--- config.mk ---
export PLATFORM = sky130hd
export DESIGN_NAME = ls_unit
export DESIGN_NICKNAME = d
export VERILOG_FILES = /design/src/lsu_pkg.sv /design/src/ls_unit.sv
export SDC_FILE = /design/constraint.sdc
export NUM_CORES = 1
export LEC_CHECK = 0
export BUFFER_PORTS_ARGS = -buffer_cell sky130_fd_sc_hd__buf_2
export CAP_MARGIN = 20
export CELL_PAD_IN_SITES_DETAIL_PLACEMENT = 0
export CELL_PAD_IN_SITES_GLOBAL_PLACEMENT = 1
export CORE_MARGIN = 5
export CORE_UTILIZATION = 30
export CTS_CLUSTER_DIAMETER = 80
export DETAILED_ROUTE_END_ITERATION = 16
export PLACE_DENSITY = 0.78
export SLEW_MARGIN = 20
export SYNTH_ARGS = -nofsm -noshare
export SYNTH_HDL_FRONTEND = slang
export SYNTH_SLANG_ARGS = --single-unit
--- constraint.sdc ---
create_clock -name CLK -period 2.7 [get_ports CLK]
set_input_delay 0.27 -clock CLK [delete_from_list [all_inputs] [get_ports CLK]]
set_output_delay 0.27 -clock CLK [all_outputs]
set_load 0.05 [all_outputs]
--- src/lsu_pkg.sv ---
// Shared types and operation field positions for the load/store path, imported by all modules
package lsu_pkg;

  // Data and address words
  typedef logic [31:0] word_t;

  // Register numbers for the data bank and the pointer bank
  typedef logic [3:0] dreg_sel_t;
  typedef logic [2:0] preg_sel_t;

  // One bit per byte lane on the data bus
  typedef logic [3:0] byte_mask_t;

  // Encoded load/store operation as presented on the issue port
  typedef logic [14:0] ls_op_t;

  // Single-bit operation flags
  localparam int unsigned OP_STORE = 14;
  localparam int unsigned OP_PMOD  = 13;
  localparam int unsigned OP_WORD  = 12;
  localparam int unsigned OP_HALF  = 11;

  // Multi-bit operation fields, given as lowest bit and width
  localparam int unsigned OP_OFS_LSB  = 6;
  localparam int unsigned OP_OFS_W    = 5;
  localparam int unsigned OP_PSEL_LSB = 3;
  localparam int unsigned OP_PSEL_W   = 3;
  localparam int unsigned OP_DREG_LSB = 0;
  localparam int unsigned OP_DREG_W   = 3;

  // Any address bit at or above this one selects the peripheral space
  localparam int unsigned PERIPH_LSB = 20;

endpackage

--- src/ls_unit.sv ---
// Load/store unit that decodes issued operations, drives the no-wait data bus and returns loads
module ls_unit
  import lsu_pkg::*;
(
  input  logic       CLK,
  input  logic       RST,

  // Issue interface, at most one valid per cycle and never stalled
  input  logic       op_vld,
  input  ls_op_t     op,
  input  logic       dir_vld,
  input  logic       dir_store,
  input  dreg_sel_t  dir_sel,
  input  word_t      dir_addr,

  // Combinational register reads
  output preg_sel_t  ptr_sel,
  input  word_t      ptr,
  output dreg_sel_t  store_sel,
  input  word_t      store_data,

  // Pointer update and load writeback to the register banks
  output logic       ptr_upd_vld,
  output preg_sel_t  ptr_upd_sel,
  output word_t      ptr_upd,
  output logic       load_vld,
  output dreg_sel_t  load_sel,
  output word_t      load_data,

  // Data bus towards the RAM and the peripheral space
  output word_t      bus_addr,
  output logic       ram_cs,
  output logic       periph_sel,
  output logic       bus_wr,
  output byte_mask_t bus_mask,
  output word_t      bus_wdata,
  input  word_t      ram_rdata
);

  logic                issue;
  logic                is_store;
  logic                wr_en;
  logic                word_acc;
  logic                half_acc;
  logic                pmod;
  logic [OP_OFS_W-1:0] ofs;
  word_t               ofs_zx;
  word_t               ofs_sx;
  word_t               addr_next;
  word_t               addr;
  logic                periph;
  dreg_sel_t           data_reg;
  byte_mask_t          mask;
  word_t               wdata;

  // Load tag pipeline, index 0 is the bus stage and index 2 the writeback stage
  logic [2:0]          tag_vld;
  logic [2:0]          tag_word;
  logic [2:0]          tag_half;
  logic [1:0]          tag_lo [3];
  dreg_sel_t           tag_sel [3];
  word_t               rd_q;

  assign issue    = op_vld | dir_vld;
  assign is_store = dir_vld ? dir_store : op[OP_STORE];
  assign wr_en    = issue & is_store;

  // Direct transfers are always full words; word wins when both size bits are set
  assign word_acc = dir_vld | op[OP_WORD];
  assign half_acc = ~word_acc & op[OP_HALF];
  assign pmod     = op[OP_PMOD];

  // Both size bits set address the upper half of the data bank
  assign data_reg  = dir_vld ? dir_sel
                             : {op[OP_WORD] & op[OP_HALF], op[OP_DREG_LSB +: OP_DREG_W]};
  assign ptr_sel   = op[OP_PSEL_LSB +: OP_PSEL_W];
  assign store_sel = data_reg;

  // Offset scaled by the access size, unsigned for plain and signed for pointer modify
  assign ofs    = op[OP_OFS_LSB +: OP_OFS_W];
  assign ofs_zx = word_acc ? {25'd0, ofs, 2'b00} :
                  half_acc ? {26'd0, ofs, 1'b0}  : {27'd0, ofs};
  assign ofs_sx = word_acc ? {{25{ofs[4]}}, ofs, 2'b00} :
                  half_acc ? {{26{ofs[4]}}, ofs, 1'b0}  : {{27{ofs[4]}}, ofs};

  assign addr_next = ptr + (pmod ? ofs_sx : ofs_zx);

  // Post-increment uses the old pointer, pre-decrement uses the adjusted one
  assign addr = dir_vld            ? dir_addr :
                (pmod && !ofs_sx[31]) ? ptr   : addr_next;

  assign periph = |addr[31:PERIPH_LSB];

  // Lane mask from size and low address bits
  always_comb
  begin
    if (word_acc)
      mask = 4'b1111;
    else if (half_acc)
      mask = addr[1] ? 4'b1100 : 4'b0011;
    else
      mask = 4'b0001 << addr[1:0];
  end

  // Store data copied into every lane so the mask alone selects the target bytes
  assign wdata = word_acc ? store_data :
                 half_acc ? {2{store_data[15:0]}} : {4{store_data[7:0]}};

  // Bus control goes low on idle cycles
  always_ff @(posedge CLK or posedge RST)
  begin
    if (RST)
    begin
      ram_cs      <= 1'b0;
      periph_sel  <= 1'b0;
      bus_wr      <= 1'b0;
      bus_mask    <= '0;
      ptr_upd_vld <= 1'b0;
    end
    else
    begin
      ram_cs      <= issue & ~periph;
      periph_sel  <= issue & periph;
      bus_wr      <= wr_en;
      bus_mask    <= issue ? mask : '0;
      ptr_upd_vld <= op_vld & pmod;
    end
  end

  // Address and pointer payload only move with a valid operation
  always_ff @(posedge CLK)
  begin
    bus_wdata <= wr_en ? wdata : '0;
    if (issue)
      bus_addr <= {addr[31:2], 2'b00};
    if (op_vld)
    begin
      ptr_upd_sel <= ptr_sel;
      ptr_upd     <= addr_next;
    end
  end

  // Only RAM loads return data, peripheral loads are dropped
  always_ff @(posedge CLK or posedge RST)
  begin
    if (RST)
      tag_vld <= '0;
    else
      tag_vld <= {tag_vld[1:0], issue & ~is_store & ~periph};
  end

  always_ff @(posedge CLK)
  begin
    tag_word   <= {tag_word[1:0], word_acc};
    tag_half   <= {tag_half[1:0], half_acc};
    tag_lo[0]  <= addr[1:0];
    tag_lo[1]  <= tag_lo[0];
    tag_lo[2]  <= tag_lo[1];
    tag_sel[0] <= data_reg;
    tag_sel[1] <= tag_sel[0];
    tag_sel[2] <= tag_sel[1];
    // RAM read data is valid while the load sits in the second stage
    if (tag_vld[1])
      rd_q <= ram_rdata;
  end

  // Shift the addressed lane down and zero-extend
  always_comb
  begin
    if (tag_word[2])
      load_data = rd_q;
    else if (tag_half[2])
      load_data = tag_lo[2][1] ? {16'd0, rd_q[31:16]} : {16'd0, rd_q[15:0]};
    else
      load_data = {24'd0, rd_q[{tag_lo[2], 3'b000} +: 8]};
  end

  assign load_vld = tag_vld[2];
  assign load_sel = tag_sel[2];

endmodule

==> results of run 1 <==
[flip-flops by register name, summed over array words and instances, names as in the netlist]
register	cells
bus_wdata	32
bus_mask	4
periph_sel	1
tag_lo	6
bus_addr	30
ptr_upd	32
ptr_upd_vld	1
ptr_upd_sel	3
rd_q	32
tag_half	3
tag_sel	12
tag_word	3
bus_wr	1
tag_vld	3
ram_cs	1
[worst max-delay path, stage by stage]
cell      delay [ns]
buf_6           0.10
nor2_4          0.12
inv_4           0.07
nand2_1         0.06
o21ai_1         0.07
ha_1            0.32
and2_4          0.17
a221o_1         0.32
o21ba_4         0.22
a211oi_4        0.26
o21bai_2        0.11
or4_1           0.47
and3_4          0.18
or4b_4          0.51
o21a_1          0.18
[repair_timing]
action | CTS | global route
hold buffers | 23 | 5
endpoints found under the setup margin | 16 | 23
hold endpoints to repair | 33 | 5
pin swaps | 11 | 4
buffers inserted | 11 | 3
gates resized for setup | 22 | 22
[final timing paths]
kind / to / slack (ns) / cells after the start
setup / recovery: periph_sel / -0.40 / 15
hold / removal: rd_q[27] / 0.03 / 1
setup reg to reg: rd_q[5] / 1.60 / 1
hold reg to reg: tag_lo[0][3] / 0.33 / 0
max in group asynchronous: bus_mask[3] / 1.90 / 3
min in group asynchronous: bus_wr / 0.43 / 3
[through the flow]
stage	utilization	worst slack, ns	instances	hold WS [ns]
3_3_place_gp	0.415	-0.898	1640	0.310
6_report	0.456	-0.397	1716	0.0287
3_5_place_dp	0.415	-0.958	1640	0.312
4_1_cts	0.450	-0.365	1706	0.000381
2_1_floorplan	-	-1.44	850	0.122
5_1_grt	0.456	-0.505	1716	0.0000920
[routing by layer]
layer	track usage	part of all wire	vias up
met5	0	0.00066	-
met4	0.0651	0.026	2
met3	0.0473	0.068	47
met2	0.324	0.51	293
met1	0.219	0.40	3836
li1	-	-	3981
[logic make-up (layout without fill, tap and decap cells)]
logic type                 Yosys count  count (layout)
DFF                                164             164
adders and majority gates           32              32
other                                1               4
AOI/OAI and AO/OA                  234             234
and+or+nand+nor                    260             260
muxes                               38              38
buffers and inverters               90             576
xor gates and xnor gates            30              30
[synthesized netlist by cell type, types with 4 or more instances]
master / number
o21bai_1: 4
dfrtp_1: 11
nor3_1: 15
nor2_1: 63
a21o_1: 9
o22a_1: 8
o21ai_0: 71
nand2_1: 114
nor2b_1: 14
dfxtp_1: 56
and2_1: 21
xor2_1: 14
a211oi_1: 11
mux2i_1: 35
clkbuf_1: 50
or3_1: 4
o211ai_1: 5
a22o_1: 8
o31ai_1: 5
nand2b_1: 6
a21oi_1: 70
nand4_1: 12
edfxtp_1: 97
buf_4: 9
inv_1: 27
xnor2_1: 16
ha_1: 31
o21a_1: 12
[cell type report]
class                           instances  area [µm²]
Sequential cell                       164        4310
Clock inverter                         13         119
Inverter                               27         104
Clock buffer                           19         475
Timing Repair Buffer                  517        3250
Multi-Input combinational cell        596        3900
Antenna cell                            2        5.00
Tap cell                              378         473
Fill cell                            2716       15100
[power breakdown]
part / switching (mW) / internal, mW / leakage (nW)
Sequential: 0.0657 / 2.91 / 1.54
Clock: 1.19 / 1.34 / 0.300
Combinational: 1.61 / 0.862 / 4.03
==> results.sh, run 1 <==
export IMPL_drt_pass1_iterations=5
export IMPL_area_delta_synth_final_pct=50.3
export IMPL_cts_sinks=164
export IMPL_worstSetupEndpointType="register"
export IMPL_drive_gt1_frac=0.424
export IMPL_start_util=0.303
export IMPL_clk_path_buf_depth=2
export IMPL_timing_fmax_ghz=0.323
export IMPL_layout_setup_ws_ns=-0.397
export IMPL_cts_buffers_inserted=17
export IMPL_syn_cell_area_um2=8400
export IMPL_drv_slew=0
export IMPL_dieArea_um2=31400
export IMPL_synth_top_area_cell="edfxtp_1"
export IMPL_syn_avg_cell_area_um2=9.89
export IMPL_leakagePower_nw=5.87
export IMPL_coreArea_um2=27700
export IMPL_grt_pass1_vias=8177
export IMPL_drt_antenna_violating_nets=0
export IMPL_routabilityCongestion=0.942
export IMPL_core_rowCount=61
export IMPL_synth_cell_types=61
export IMPL_synth_top_area_share=0.347
export IMPL_synth_top_family_by_area="compound AO/OA/AOI/OAI gates"
export IMPL_status="complete, but fails checks"
export IMPL_clk_pin_slew_ns=0.07
export IMPL_drcViolationCount=0
export IMPL_dp_hpwl_mm=23.3
export IMPL_synth_warnings=0
export IMPL_irDropWorstVdd_mv=0.417
export IMPL_synthAdderAreaFrac=0.0486
export IMPL_die_h_um=177
export IMPL_grt_usage=0.184
export IMPL_vias_per_cell=4.75
export IMPL_yosys_area_share_simple=0.141
export IMPL_layout_common_cells="297 x buf_2, 185 x buf_4, 113 x nand2_1"
export IMPL_tightest_slew_ns=0.617
export IMPL_timing_final_crit_share=1.15
export IMPL_synth_yosys_seq_area_share=0.513
export IMPL_worstPathArrival_ns=3.42
export IMPL_htreeDepth=4
export IMPL_violations="negative setup slack"
export IMPL_synth_area_top_cells="edfxtp_1 35%, dfxtp_1 13%, nand2_1 5.1%"
export IMPL_finalSetupTns_ns=-1.61
export IMPL_crit_type="input pin to register"
export IMPL_p_per_area_nw_per_um2=631
export IMPL_root_buffer="clkbuf_16"
export IMPL_final_nets=1507
export IMPL_synthFlopType="edfxtp_1"
export IMPL_grt_overflow=0
export IMPL_grt_max_degree=49
export IMPL_dieWidth_um=177
export IMPL_netlist_instances=849
export IMPL_grt_pass1_wl_mm=44.5
export IMPL_ys_ff_latch=164
export IMPL_power_total_mw=7.97
export IMPL_max_cap_viol_count=0
export IMPL_tritoncts="yes"
export IMPL_finalSetupViolCount=9
export IMPL_port_buffers=300
export IMPL_min_from="ram_rdata[27]"
export IMPL_skew_ns=0.00837
export IMPL_vias=8159
export IMPL_synthXorXnorAreaFrac=0.0313
export IMPL_cp_max_fo=9
export IMPL_synth_edf_count=97
export IMPL_worstSetupStartpointType="input pin"
export IMPL_rr_startpoint="tag_vld[1]"
export IMPL_cp_data_required_time_ns=3.03
export IMPL_io_pin_count=303
export IMPL_antenna_found_initial=3
export IMPL_insertion_delay_ns=0.43
export IMPL_hold_class="input pin to register"
export IMPL_synthMuxAreaShare=0.0457
export IMPL_drtIter0Drc=421
export IMPL_slew_headroom=0.588
export IMPL_fin_crit_ns=3.10
export IMPL_dpl_instance_area_um2=11500
export IMPL_wl_mm=30.2
export IMPL_synth_async_reset_ratio=0.0671
export IMPL_cp_startpoint="op[12]"
export IMPL_final_cell_area_um2=12600
export IMPL_hold_viol=0
export IMPL_mostFrequentLayoutCell="buf_2"
export IMPL_synth_compound_area_share=0.176
export IMPL_rsz0062_at_grt="true"
export IMPL_wl_per_cell_um=17.6
No activity file was read; power rests on OpenSTA's default activity.
==> run 2: changes to the inputs <==
Settings changed: GPL_TIMING_DRIVEN from default to 0.
==> run 2 against run 1 <==
The run still ends with negative setup slack left. Via count shrank 4.1%. Sequential power is essentially flat. Die area is the same. Sequential share of layout area grew 1.8 points. Clock-buffer cell count is the same. Non-clock buffer count shrank 113. Routed wire length shrank 0.76%. Global-route usage shrank 0.20 points. Clock power grew 2%. Largest power group unchanged.
==> results.sh, run 2 (synthesis results as in run 1) <==
export IMPL_coreArea_um2=27700
export IMPL_min_from="ram_rdata[26]"
export IMPL_worstPathArrival_ns=3.81
export IMPL_dieArea_um2=31400
export IMPL_rsz0062_at_grt="true"
export IMPL_vias_per_cell=4.88
export IMPL_power_total_mw=7.89
export IMPL_p_seq_frac=0.375
export IMPL_worstSetupEndpointType="register"
export IMPL_insertion_delay_ns=0.42
export IMPL_reg2reg_slack_ns=1.47
export IMPL_worst_hold_slack_ns=0.0207
export IMPL_core_rowCount=61
export IMPL_crit_type="input pin to register"
export IMPL_final_nets=1395
export IMPL_drcViolationCount=0
export IMPL_cts_buffers_inserted=17
export IMPL_cp_max_fo=5
export IMPL_dp_hpwl_mm=22.7
export IMPL_finalSetupViolCount=17
export IMPL_dr_wl_met2_mm=15.1
export IMPL_timing_fmax_ghz=0.286
export IMPL_die_h_um=177
export IMPL_fin_crit_ns=3.50
export IMPL_slew_headroom=0.329
export IMPL_drv_slew=0
export IMPL_worstRegToRegCells=0
export IMPL_min_to="rd_q[26]"
export IMPL_m1WireLength_mm=12.3
export IMPL_comb_power_share=0.296
export IMPL_route_met3_wl_mm=1.80
export IMPL_rr_startpoint="tag_vld[1]"
export IMPL_worstSetupStartpointType="input pin"
export IMPL_start_util=0.303
export IMPL_tightest_slew_ns=1.01
export IMPL_vias=7824
export IMPL_clk_pin_slew_ns=0.07
export IMPL_area_delta_synth_final_pct=43.0
export IMPL_hold_viol=0
export IMPL_drt_pass1_iterations=5
export IMPL_whs_path_depth=1
export IMPL_irDropWorstVdd_mv=0.411
export IMPL_drt_antenna_violating_nets=0
export IMPL_drtIter0Drc=572
export IMPL_fill_cells=2776
export IMPL_p_sw_frac=0.360
export IMPL_violations="negative setup slack"
export IMPL_cts_sinks=164
export IMPL_routabilityCongestion=0.852
export IMPL_tritoncts="yes"
export IMPL_grt_usage=0.182
export IMPL_layout_common_cells="301 x buf_2, 109 x nand2_1, 97 x edfxtp_1"
export IMPL_wl_mm=29.9
export IMPL_root_buffer="clkbuf_16"
export IMPL_cellInternalPower_mw=5.05
export IMPL_p_clk_frac=0.329
export IMPL_place_ws_ns=-2.03
export IMPL_drive_gt1_frac=0.382
export IMPL_power_switching_mw=2.84
export IMPL_status="complete, but fails checks"
export IMPL_hold_class="input pin to register"
export IMPL_reg_top3="bus_wdata (32), ptr_upd (32), rd_q (32)"
export IMPL_mostFrequentLayoutCell="buf_2"
export IMPL_grt_overflow=0
export IMPL_grt_pass1_vias=7842
export IMPL_wl_per_cell_um=18.7
export IMPL_antenna_found_initial=3
export IMPL_dr_max_layer_used="met5"
export IMPL_cp_data_required_time_ns=3.02
export IMPL_dieWidth_um=177
export IMPL_grt_pass1_wl_mm=44.1
export IMPL_grt_max_degree=39
export IMPL_timing_final_crit_share=1.30
export IMPL_port_buffers=299
export IMPL_leakagePower_nw=5.32
export IMPL_max_cap_viol_count=0
export IMPL_skew_ns=0.00529
export IMPL_htreeDepth=4
export IMPL_timing_rr_end="rd_q[25]"
export IMPL_io_pin_count=303
export IMPL_clk_path_buf_depth=2
export IMPL_layout_setup_ws_ns=-0.798
export IMPL_p_per_area_nw_per_um2=657
## run 2: how the worst max path moves through the flow
stage	startpoint	endpoint	cells past startpoint
final	dir_vld	periph_sel	16
after global routing	dir_vld	periph_sel	16
after CTS	dir_vld	periph_sel	18
after detailed placement	dir_vld	periph_sel	18
after global placement	dir_vld	periph_sel	18
after floorplan	dir_vld	periph_sel	19
## run 2: per-layer routing
metal	up-vias	global-route usage
met3	44	0.0460
met2	264	0.325
met4	4	0.0506
met1	3767	0.218
met5	-	0
li1	3745	-
## run 2: worst max-delay path, cell delays in order
cell	delay, ns
clkbuf_16	0.14
nor2_4	0.09
inv_2	0.05
clkbuf_16	0.14
clkbuf_16	0.16
o21ai_4	0.18
ha_4	0.23
and2_4	0.13
a221o_1	0.33
o21ba_4	0.22
a211oi_4	0.32
o21bai_4	0.11
or4_1	0.47
and3_4	0.19
or4b_4	0.58
o21a_1	0.20
## run 2: repair_timing
action                                 in CTS  in global routing
resized for setup                          74                 39
gates cloned                                1                  1
setup endpoints to repair                  61                 56
pin swaps                                  32                 15
setup buffers                              32                  4
endpoints found under the hold margin      23                  7
hold buffers                               13                  7
## run 2: power by group through the flow
stage	sequential [mW]	clock (mW)	combinational [mW]
floorplan	3.70	0	0.818
global placement	3.01	0	2.10
detailed placement	3.02	0	2.11
CTS	2.96	2.66	2.30
global route	2.98	2.77	2.48
finish	2.96	2.59	2.34
## run 2: metrics by stage
stage                     cells   util  area [µm²]  setup TNS (ns)
after CTS                  1606  0.428       11900           -9.33
after floorplan             850      -        8530          -19.51
after global placement     1527  0.379       10500          -70.99
after detailed placement   1528  0.380       10500          -56.13
final                      1603  0.434       12000           -4.27
after global routing       1603  0.434       12000           -5.79
## run 2: cell type report
class,count,area [µm²],share of cell area
Antenna cell,1,2.50,0.000208
Buffer,47,290,0.0242
Clock buffer,19,475,0.0396
Clock inverter,13,144,0.0120
Inverter,27,101,0.00844
Multi-Input combinational cell,597,4180,0.348
Sequential cell,164,4310,0.359
Tap cell,378,473,0.0394
Timing Repair Buffer,357,2040,0.170
